--- src/rtl/doe_macros.svh ---
/*
 * key and iv are fixed build-time constants, not secret material
 * block and credit counts are sized for power-of-two buffer depths
 */
`ifndef DOE_MACROS_SVH
`define DOE_MACROS_SVH

// cipher datapath
`define DOE_BLK_W 64
`define DOE_ROUNDS 8
`define DOE_KEY 64'hbb67_ae85_84ca_a73b
`define DOE_IV 64'h6a09_e667_f3bc_c908

// blocks per obfuscated secret
`define DOE_UDS_BLOCKS 2
`define DOE_FE_BLOCKS 4

// vault geometry, 32-bit words per entry
`define DOE_KV_ENTRIES 8
`define DOE_KV_DWORDS 4

// write buffer depth, also the initial credit count
`define DOE_KV_CREDITS 2

`endif

--- src/rtl/doe_pkg.sv ---
/*
 * shared types for the deobfuscation engine and its key vault
 * field widths assume an 8-entry vault of 4 dwords each
 */
`default_nettype none

package doe_pkg;

    // command opcodes, NOP is never accepted
    typedef enum logic [1:0] {
        DOE_NOP = 2'd0,
        DOE_UDS = 2'd1,
        DOE_FE  = 2'd2
    } doe_op_e;

    typedef enum logic [2:0] {
        IDLE  = 3'd0,
        INIT  = 3'd1,
        BLOCK = 3'd2,
        NEXT  = 3'd3,
        WAIT  = 3'd4,
        WRITE = 3'd5,
        DONE  = 3'd6
    } doe_state_e;

    typedef struct packed {
        doe_op_e    op;
        logic [2:0] dest_sel;
    } doe_cmd_t;

    typedef struct packed {
        logic        en;
        logic [2:0]  entry;
        logic [1:0]  offset;
        logic [31:0] data;
    } kv_write_t;

    // external read, data returns one cycle later
    typedef struct packed {
        logic       en;
        logic [2:0] entry;
        logic [1:0] offset;
    } kv_read_t;

endpackage

`default_nettype wire

--- src/rtl/doe_cipher.sv ---
/*
 * toy rotate/xor/add mix, one round per clock, not a real cipher
 * only one block in flight; init and next must not overlap the rounds
 */
`timescale 1ns/1ps
`default_nettype none
`include "doe_macros.svh"

module doe_cipher (
    input  logic                  clk,
    input  logic                  rst_b,
    input  logic                  doe_init,
    input  logic                  doe_next,
    input  logic                  src_write,
    input  logic [`DOE_BLK_W-1:0] src_data,
    output logic                  ready,
    output logic                  result_avail,
    output logic [`DOE_BLK_W-1:0] result
);
    localparam int RND_W = $clog2(`DOE_ROUNDS);

    logic [`DOE_BLK_W-1:0] chain;
    logic [`DOE_BLK_W-1:0] blk;
    logic [`DOE_BLK_W-1:0] work;
    logic [`DOE_BLK_W-1:0] work_nxt;
    logic [RND_W-1:0]      round;
    logic                  running;
    logic                  last_round;

    function automatic logic [`DOE_BLK_W-1:0] rotl(input logic [`DOE_BLK_W-1:0] v,
                                                   input int unsigned s);
        logic [2*`DOE_BLK_W-1:0] dbl;
        dbl = {v, v} << s;
        return dbl[2*`DOE_BLK_W-1:`DOE_BLK_W];
    endfunction

    // round r: xor rotated key, rotate by 13, add r
    always_comb begin
        work_nxt = work ^ rotl(`DOE_KEY, 8 * round);
        work_nxt = rotl(work_nxt, 13);
        work_nxt = work_nxt + {{(`DOE_BLK_W - RND_W){1'b0}}, round};
    end

    assign last_round = running && (round == RND_W'(`DOE_ROUNDS - 1));
    // the chain register doubles as the latched result
    assign result     = chain;

    always_ff @(posedge clk or negedge rst_b) begin
        if (!rst_b) begin
            ready        <= 1'b0;
            result_avail <= 1'b0;
            running      <= 1'b0;
            round        <= '0;
        end else if (doe_init) begin
            ready        <= 1'b1;
            result_avail <= 1'b0;
            running      <= 1'b0;
            round        <= '0;
        end else if (doe_next) begin
            ready        <= 1'b0;
            result_avail <= 1'b0;
            running      <= 1'b1;
            round        <= '0;
        end else if (running) begin
            round <= round + 1'b1;
            if (last_round) begin
                running      <= 1'b0;
                ready        <= 1'b1;
                result_avail <= 1'b1;
            end
        end
    end

    always_ff @(posedge clk) begin
        if (src_write) blk <= src_data;
        if (doe_init) begin
            chain <= `DOE_IV;
        end else if (last_round) begin
            chain <= work_nxt;
        end
        if (doe_next) begin
            work <= blk ^ chain;
        end else if (running) begin
            work <= work_nxt;
        end
    end

endmodule

`default_nettype wire

--- src/rtl/doe_ctrl.sv ---
/*
 * one flow at a time; commands seen while busy are dropped
 * writes stall in WRITE until the vault returns credit
 */
`timescale 1ns/1ps
`default_nettype none
`include "doe_macros.svh"

module doe_ctrl (
    input  logic                                 clk,
    input  logic                                 rst_b,
    input  logic                                 cmd_valid,
    input  doe_pkg::doe_cmd_t                    cmd,
    input  logic [`DOE_UDS_BLOCKS*`DOE_BLK_W-1:0] obf_uds,
    input  logic [`DOE_FE_BLOCKS*`DOE_BLK_W-1:0]  obf_fe,
    output logic                                 doe_init,
    output logic                                 doe_next,
    output logic                                 src_write,
    output logic [`DOE_BLK_W-1:0]                src_data,
    input  logic                                 ready,
    input  logic                                 result_avail,
    input  logic [`DOE_BLK_W-1:0]                result,
    output doe_pkg::kv_write_t                   kv_wr,
    input  logic                                 credit_ret,
    output logic                                 busy,
    output logic                                 flow_done
);
    localparam int UDS_BW = $clog2(`DOE_UDS_BLOCKS);
    localparam int BLK_BW = $clog2(`DOE_FE_BLOCKS);
    localparam int OFS_W  = $clog2(`DOE_KV_DWORDS);
    localparam int ENT_W  = $clog2(`DOE_KV_ENTRIES);
    localparam int CRD_W  = $clog2(`DOE_KV_CREDITS + 1);

    doe_pkg::doe_state_e state, state_nxt;
    doe_pkg::doe_cmd_t   cmd_q;
    logic [BLK_BW-1:0]   block_offset;
    logic [OFS_W-1:0]    wr_offset;
    logic [ENT_W-1:0]    entry;
    logic [CRD_W-1:0]    credit_cnt;
    logic                accept;
    logic                running_uds;
    logic                last_block;
    logic                word_lo;
    logic                wr_fire;
    logic [`DOE_UDS_BLOCKS-1:0][`DOE_BLK_W-1:0] uds_blocks;
    logic [`DOE_FE_BLOCKS-1:0][`DOE_BLK_W-1:0]  fe_blocks;

    assign uds_blocks = obf_uds;
    assign fe_blocks  = obf_fe;

    assign accept      = (state == doe_pkg::IDLE) && cmd_valid && (cmd.op != doe_pkg::DOE_NOP);
    assign running_uds = (cmd_q.op == doe_pkg::DOE_UDS);
    assign last_block  = running_uds ? (block_offset == BLK_BW'(`DOE_UDS_BLOCKS - 1)) :
                                       (block_offset == BLK_BW'(`DOE_FE_BLOCKS - 1));
    // odd offsets carry the lower half of the result
    assign word_lo     = wr_offset[0];
    assign wr_fire     = (state == doe_pkg::WRITE) && (credit_cnt != '0);
    assign busy        = (state != doe_pkg::IDLE);

    // lowest block of each secret goes first
    assign src_data = running_uds ? uds_blocks[block_offset[UDS_BW-1:0]] : fe_blocks[block_offset];

    assign kv_wr.en     = wr_fire;
    assign kv_wr.entry  = entry;
    assign kv_wr.offset = wr_offset;
    assign kv_wr.data   = word_lo ? result[31:0] : result[`DOE_BLK_W-1:32];

    always_comb begin
        state_nxt = state;
        doe_init  = 1'b0;
        doe_next  = 1'b0;
        src_write = 1'b0;
        flow_done = 1'b0;
        case (state)
            doe_pkg::IDLE: if (accept) state_nxt = doe_pkg::INIT;
            doe_pkg::INIT: begin
                doe_init  = 1'b1;
                state_nxt = doe_pkg::WAIT;
            end
            // ready alone means load the next block, with a result it means write
            doe_pkg::WAIT: if (ready) state_nxt = result_avail ? doe_pkg::WRITE : doe_pkg::BLOCK;
            doe_pkg::BLOCK: begin
                src_write = 1'b1;
                state_nxt = doe_pkg::NEXT;
            end
            doe_pkg::NEXT: begin
                doe_next  = 1'b1;
                state_nxt = doe_pkg::WAIT;
            end
            doe_pkg::WRITE: begin
                if (wr_fire && word_lo) state_nxt = last_block ? doe_pkg::DONE : doe_pkg::BLOCK;
            end
            doe_pkg::DONE: begin
                flow_done = 1'b1;
                state_nxt = doe_pkg::IDLE;
            end
            default: state_nxt = doe_pkg::IDLE;
        endcase
    end

    always_ff @(posedge clk or negedge rst_b) begin
        if (!rst_b) begin
            state        <= doe_pkg::IDLE;
            cmd_q        <= '0;
            block_offset <= '0;
            wr_offset    <= '0;
            entry        <= '0;
        end else begin
            state <= state_nxt;
            if (accept) begin
                cmd_q <= cmd;
                entry <= cmd.dest_sel;
            end
            if (wr_fire) begin
                wr_offset <= wr_offset + 1'b1;
                // entry full, roll into the next one (wraps mod 8)
                if (wr_offset == '1) entry <= entry + 1'b1;
                if (word_lo && !last_block) block_offset <= block_offset + 1'b1;
            end
            if (state == doe_pkg::DONE) begin
                block_offset <= '0;
                wr_offset    <= '0;
            end
        end
    end

    always_ff @(posedge clk or negedge rst_b) begin
        if (!rst_b) begin
            credit_cnt <= CRD_W'(`DOE_KV_CREDITS);
        end else begin
            case ({wr_fire, credit_ret})
                2'b10:   credit_cnt <= credit_cnt - 1'b1;
                2'b01:   credit_cnt <= credit_cnt + 1'b1;
                default: credit_cnt <= credit_cnt;
            endcase
        end
    end

endmodule

`default_nettype wire

--- src/rtl/doe_top.sv ---
/*
 * external reads take priority and can stall a running flow
 */
`timescale 1ns/1ps
`default_nettype none
`include "doe_macros.svh"

module doe_top (
    input  logic                                 clk,
    input  logic                                 rst_b,
    input  logic                                 cmd_valid,
    input  doe_pkg::doe_cmd_t                    cmd,
    input  logic [`DOE_UDS_BLOCKS*`DOE_BLK_W-1:0] obf_uds,
    input  logic [`DOE_FE_BLOCKS*`DOE_BLK_W-1:0]  obf_fe,
    input  doe_pkg::kv_read_t                    kv_rd,
    output logic [31:0]                          rd_data,
    output logic                                 busy,
    output logic                                 flow_done
);
    logic                  doe_init;
    logic                  doe_next;
    logic                  src_write;
    logic [`DOE_BLK_W-1:0] src_data;
    logic                  ready;
    logic                  result_avail;
    logic [`DOE_BLK_W-1:0] result;
    doe_pkg::kv_write_t    kv_wr;
    logic                  credit_ret;

    doe_ctrl u_ctrl (
        .clk          (clk),
        .rst_b        (rst_b),
        .cmd_valid    (cmd_valid),
        .cmd          (cmd),
        .obf_uds      (obf_uds),
        .obf_fe       (obf_fe),
        .doe_init     (doe_init),
        .doe_next     (doe_next),
        .src_write    (src_write),
        .src_data     (src_data),
        .ready        (ready),
        .result_avail (result_avail),
        .result       (result),
        .kv_wr        (kv_wr),
        .credit_ret   (credit_ret),
        .busy         (busy),
        .flow_done    (flow_done)
    );

    doe_cipher u_cipher (
        .clk          (clk),
        .rst_b        (rst_b),
        .doe_init     (doe_init),
        .doe_next     (doe_next),
        .src_write    (src_write),
        .src_data     (src_data),
        .ready        (ready),
        .result_avail (result_avail),
        .result       (result)
    );

    key_vault u_vault (
        .clk        (clk),
        .rst_b      (rst_b),
        .kv_wr      (kv_wr),
        .kv_rd      (kv_rd),
        .rd_data    (rd_data),
        .credit_ret (credit_ret)
    );

endmodule

`default_nettype wire

--- src/rtl/key_vault.sv ---
/*
 * buffered writes are invisible to reads until retired
 * buffer depth must be a power of two; overflow is prevented by credits
 */
`timescale 1ns/1ps
`default_nettype none
`include "doe_macros.svh"

module key_vault (
    input  logic               clk,
    input  logic               rst_b,
    input  doe_pkg::kv_write_t kv_wr,
    input  doe_pkg::kv_read_t  kv_rd,
    output logic [31:0]        rd_data,
    output logic               credit_ret
);
    localparam int SLOT_W = $clog2(`DOE_KV_CREDITS);
    localparam int CNT_W  = $clog2(`DOE_KV_CREDITS + 1);

    doe_pkg::kv_write_t slots [`DOE_KV_CREDITS];
    doe_pkg::kv_write_t head;
    logic [SLOT_W-1:0]  wr_ptr;
    logic [SLOT_W-1:0]  rd_ptr;
    logic [CNT_W-1:0]   count;
    logic               retire;
    logic [31:0]        store [`DOE_KV_ENTRIES][`DOE_KV_DWORDS];

    assign head = slots[rd_ptr];
    // reads own the array port, retirement waits
    assign retire = (count != '0) && !kv_rd.en;

    always_ff @(posedge clk) begin
        if (kv_wr.en) slots[wr_ptr] <= kv_wr;
    end

    always_ff @(posedge clk or negedge rst_b) begin
        if (!rst_b) begin
            wr_ptr     <= '0;
            rd_ptr     <= '0;
            count      <= '0;
            credit_ret <= 1'b0;
        end else begin
            credit_ret <= retire;
            if (kv_wr.en) wr_ptr <= wr_ptr + 1'b1;
            if (retire) rd_ptr <= rd_ptr + 1'b1;
            case ({kv_wr.en, retire})
                2'b10:   count <= count + 1'b1;
                2'b01:   count <= count - 1'b1;
                default: count <= count;
            endcase
        end
    end

    // vault contents must read zero after reset
    always_ff @(posedge clk or negedge rst_b) begin
        if (!rst_b) begin
            for (int e = 0; e < `DOE_KV_ENTRIES; e++) begin
                for (int w = 0; w < `DOE_KV_DWORDS; w++) begin
                    store[e][w] <= '0;
                end
            end
        end else if (retire) begin
            store[head.entry][head.offset] <= head.data;
        end
    end

    always_ff @(posedge clk) begin
        if (kv_rd.en) rd_data <= store[kv_rd.entry][kv_rd.offset];
    end

endmodule

`default_nettype wire

--- config.mk ---
export PLATFORM = sky130hd
export DESIGN_NAME = doe_top
export DESIGN_NICKNAME = d
export VERILOG_FILES = /design/src/rtl/doe_pkg.sv /design/src/rtl/doe_cipher.sv /design/src/rtl/doe_ctrl.sv /design/src/rtl/doe_top.sv /design/src/rtl/key_vault.sv
export VERILOG_INCLUDE_DIRS = /design/src /design/src/rtl
export SDC_FILE = /design/constraint.sdc
export NUM_CORES = 2
export LEC_CHECK = 0
export ABC_AREA = 0
export BUFFER_PORTS_ARGS = -buffer_cell sky130_fd_sc_hd__buf_2
export CELL_PAD_IN_SITES_DETAIL_PLACEMENT = 1
export CELL_PAD_IN_SITES_GLOBAL_PLACEMENT = 1
export CORE_UTILIZATION = 53
export CTS_CLUSTER_SIZE = 14
export DETAILED_ROUTE_END_ITERATION = 10
export PLACE_DENSITY_LB_ADDON = 0.12
export SYNTH_ARGS = -nofsm -noshare
export SYNTH_HDL_FRONTEND = slang
export SYNTH_SLANG_ARGS = --single-unit
--- constraint.sdc ---
create_clock -name clk -period 13.3 [get_ports clk]
set_input_delay 2.66 -clock clk [delete_from_list [all_inputs] [get_ports clk]]
set_output_delay 2.66 -clock clk [all_outputs]
set_load 0.01 [all_outputs]
==> out/qor.yml <==
logic_synthesis:
  synth_fa_ha_area_share_pct: 0.456
  synthSimpleGateAreaFrac_pct: 9.66
  synth.distinct_cells: 72
  synth.yosys.seq_area_share_pct: 55.7
  synth-seq-cells: 1347
  yosys-mux-area-fraction_pct: 17.1
  synth_xor_area_share_pct: 3.18
  synth_edf_count: 234
  syn_area_um2: 62100
  yosysMostFrequentCell: "dfrtp_1"
  synthArstFlopShare_pct: 77.9
  synth_ff_type: "dfrtp_1"
  synth_cells: 5449
  yosysTopAreaCell: "dfrtp_1"
  yosys_warnings: 0
  synth_top_family_by_area: "multiplexers"
  synth_top_area_share_pct: 42.3
  syn_nets: 5869
  synth.avg_cell_area_um2: 11.4
  synth-compound-area-share_pct: 10.8
  synthTopCellsByCount: "dfrtp_1 (1048), nand2_1 (706), nor2_1 (635)"
  synth_area_leaders: "dfrtp_1 (42%), mux4_2 (14%), edfxtp_1 (11%)"
critical_path:
  end_kind: "flop"
  crit_chain: "inv_1, ha_1, nor2_1, a21oi_1, xnor2_1, ha_1, inv_1, fa_1, nor2b_1, o21bai_1, nor3b_1, nand4_1, or4b_1, nor4_4, nand4_1, xor2_1, a21oi_1"
  cp.arrival_ns: 6.56
  required_ns: 13.77
  cp_max_fo: 18
  crit_slowest_cell: "dfrtp_1"
  cpPeakStageDelay_ns: 0.83
  worst-setup-path-type: "flop to flop"
  start_kind: "flop"
clocking:
  cts.htree.levels: 4
  cts.path.max_buffers: 3
  cts_resized: 0
  clk_latency_ns: 0.76
  cts_tree: "built"
  cts_made_buffers: 144
  cts.sinks: 1347
  cts_setup_buffers: 0
  clockRootBuffer: "clkbuf_16"
  clk_pin_slew_worst_paths_ns: 0.06
  postCtsHoldBufs: 0
finish:
  stdcell_area_um2: 70200
  area_growth_pct: 13.1
  fin_nets: 6068
  utilization_pct: 60.4
  drive_gt1_share_pct: 22.6
sta:
  setup_tns_ns: 0
  setup_viol: 0
  rsz0062_at_grt: "no"
  tightestPinTransition_ns: 1.25
  fmax_mhz: 164
  min_period_over_period_pct: 45.8
  fin_crit_ns: 6.09
  hold_viol: 0
  fin_worst_skew_ns: 0.0255
  slew_headroom_pct: 16.4
  slew_violations: 0
global_routing:
  antenna_found_initial: 14
  grt_first_pass_wirelength_mm: 318
  grt_use_met2_pct: 60.1
  grt_usage_pct: 36.8
  grt_max_degree: 182
  use_met1_pct: 48.4
  grt_pass1_vias: 49300
  grt_overflow_total: 0
  grt_util_met3_pct: 5.88
  gr-max-usage-layer: "met2"
outcome:
  status: "completed"
power:
  p_leak_nw: 29.5
  ir_drop_mv: 0.176
  powerDensity_nw_per_um2: 236
drt:
  dr.pass1.iters: 7
  drt_iter0_drc: 4335
  drc_errors: 0
  viasPerCell: 6.31
  dr_total_vias: 46100
  wl_per_cell_um: 29.3
  postRouteAntennaNets: 0
  finalWirelength_mm: 214
place:
  io_buffers: 431
  place.gp.congestion: 0.981
  dp_hpwl_mm: 130
  placed_area_um2: 65500
die:
  die_h_um: 344
  die_x_um: 344
  start_util_pct: 53.4
  ios: 432
  rows: 125
  dieArea_um2: 118000
  coreArea_um2: 116000
worst_hold_path:
  hold_path.class: "flop to flop"
run:
  maxCapViolations: 0
## cell usage in the layout (no fill, tap or decap), types with 30 or more instances in the layout
cell type	netlist	final
dfrtp_1	1048	1043
nand2_1	706	693
nor2_1	635	620
o21ai_0	612	612
a21oi_1	597	597
buf_2	6	426
mux4_2	384	384
edfxtp_1	234	234
clkbuf_16	0	147
xnor2_1	117	117
xor2_1	108	108
buf_4	0	101
mux2i_1	118	86
mux2_2	67	67
dfxtp_1	64	64
clkbuf_1	414	45
mux2i_2	1	33
clkbuf_8	0	30
## final timing paths
path / start / cells after the start / to / slack [ns]
min in group asynchronous: rst_b / 1 / u_vault.store[746]$_DFFE_PN0P_ / 1.93
max in group asynchronous: rst_b / 3 / u_vault.store[115]$_DFFE_PN0P_ / 9.03
worst max register to register: u_cipher.round[1]$_DFFE_PN0P_ / 17 / u_cipher.work[58]$_DFFE_PP_ / 7.21
worst min-delay path: u_vault.store[524]$_DFFE_PN0P_ / 2 / u_vault.store[524]$_DFFE_PN0P_ / 0.48
worst max-delay path: u_cipher.round[1]$_DFFE_PN0P_ / 17 / u_cipher.work[58]$_DFFE_PP_ / 7.21
worst min register to register: u_vault.store[524]$_DFFE_PN0P_ / 2 / u_vault.store[524]$_DFFE_PN0P_ / 0.48
## where the power goes
part / leakage [nW] / internal, mW / switching (mW)
registers: 16.0 / 6.06 / 1.18
clock network: 2.32 / 2.33 / 1.71
logic: 11.2 / 2.33 / 2.97
## worst max-delay path: cells and delay by family (launching register included)
family	cells	cell delay [ns]
flip-flops	1	0.83
buffers and inverters	2	0.40
AND/OR/NAND/NOR	7	2.77
AO/OA/AOI/OAI	3	0.31
adder cells (fa/ha/maj)	3	1.05
XOR/XNOR	2	0.41
## logic make-up (layout without fill, tap and decap cells)
group	Yosys count	after routing
xor gates and xnor gates	225	225
adders and majority gates	22	22
and+or+nand+nor	1483	1483
buffers and inverters	503	823
other	0	8
AOI/OAI and AO/OA	1298	1298
DFF	1347	1347
muxes	571	571
## state kept, by name, indices dropped and copies added, names as in the netlist, 3 cells and up
register         cells
u_cipher.blk        64
u_cipher.work       64
u_vault.store     1024
u_cipher.result     64
u_vault.rd_data     32
u_ctrl.state         3
u_cipher.round       3
u_ctrl.entry         3
u_vault.slots       74
## through the flow
step / setup slack, ns / std cells / hold WS, ns / power (mW)
6_report: 7.21 / 7301 / 0.476 / 16.6
5_1_grt: 6.88 / 7298 / 0.498 / 17.4
4_1_cts: 7.28 / 7293 / 0.479 / 16.6
3_5_place_dp: 6.79 / 7026 / 0.465 / 12.4
3_3_place_gp: 6.92 / 7026 / 0.456 / 12.1
2_1_floorplan: 7.34 / 5449 / 0.440 / 10.6
## layout make-up
cell class	instances	area [µm²]
fill	11900	46000
tap	1524	1910
timing repair buffer	534	3010
clock inverter	45	458
clock buffer	222	4260
inverter	22	82.6
antenna	8	20.0
sequential	1347	34600
multi-input combinational	3599	25900
## routing by layer
metal,up-vias,share of wire (%),wire length (µm)
met1,24200,40,85000
li1,19600,-,-
met5,-,0.013,27
met3,444,6.4,13700
met2,1859,49,104000
met4,4,5.0,10700
Note: power is estimated with default switching activity, not from simulation.
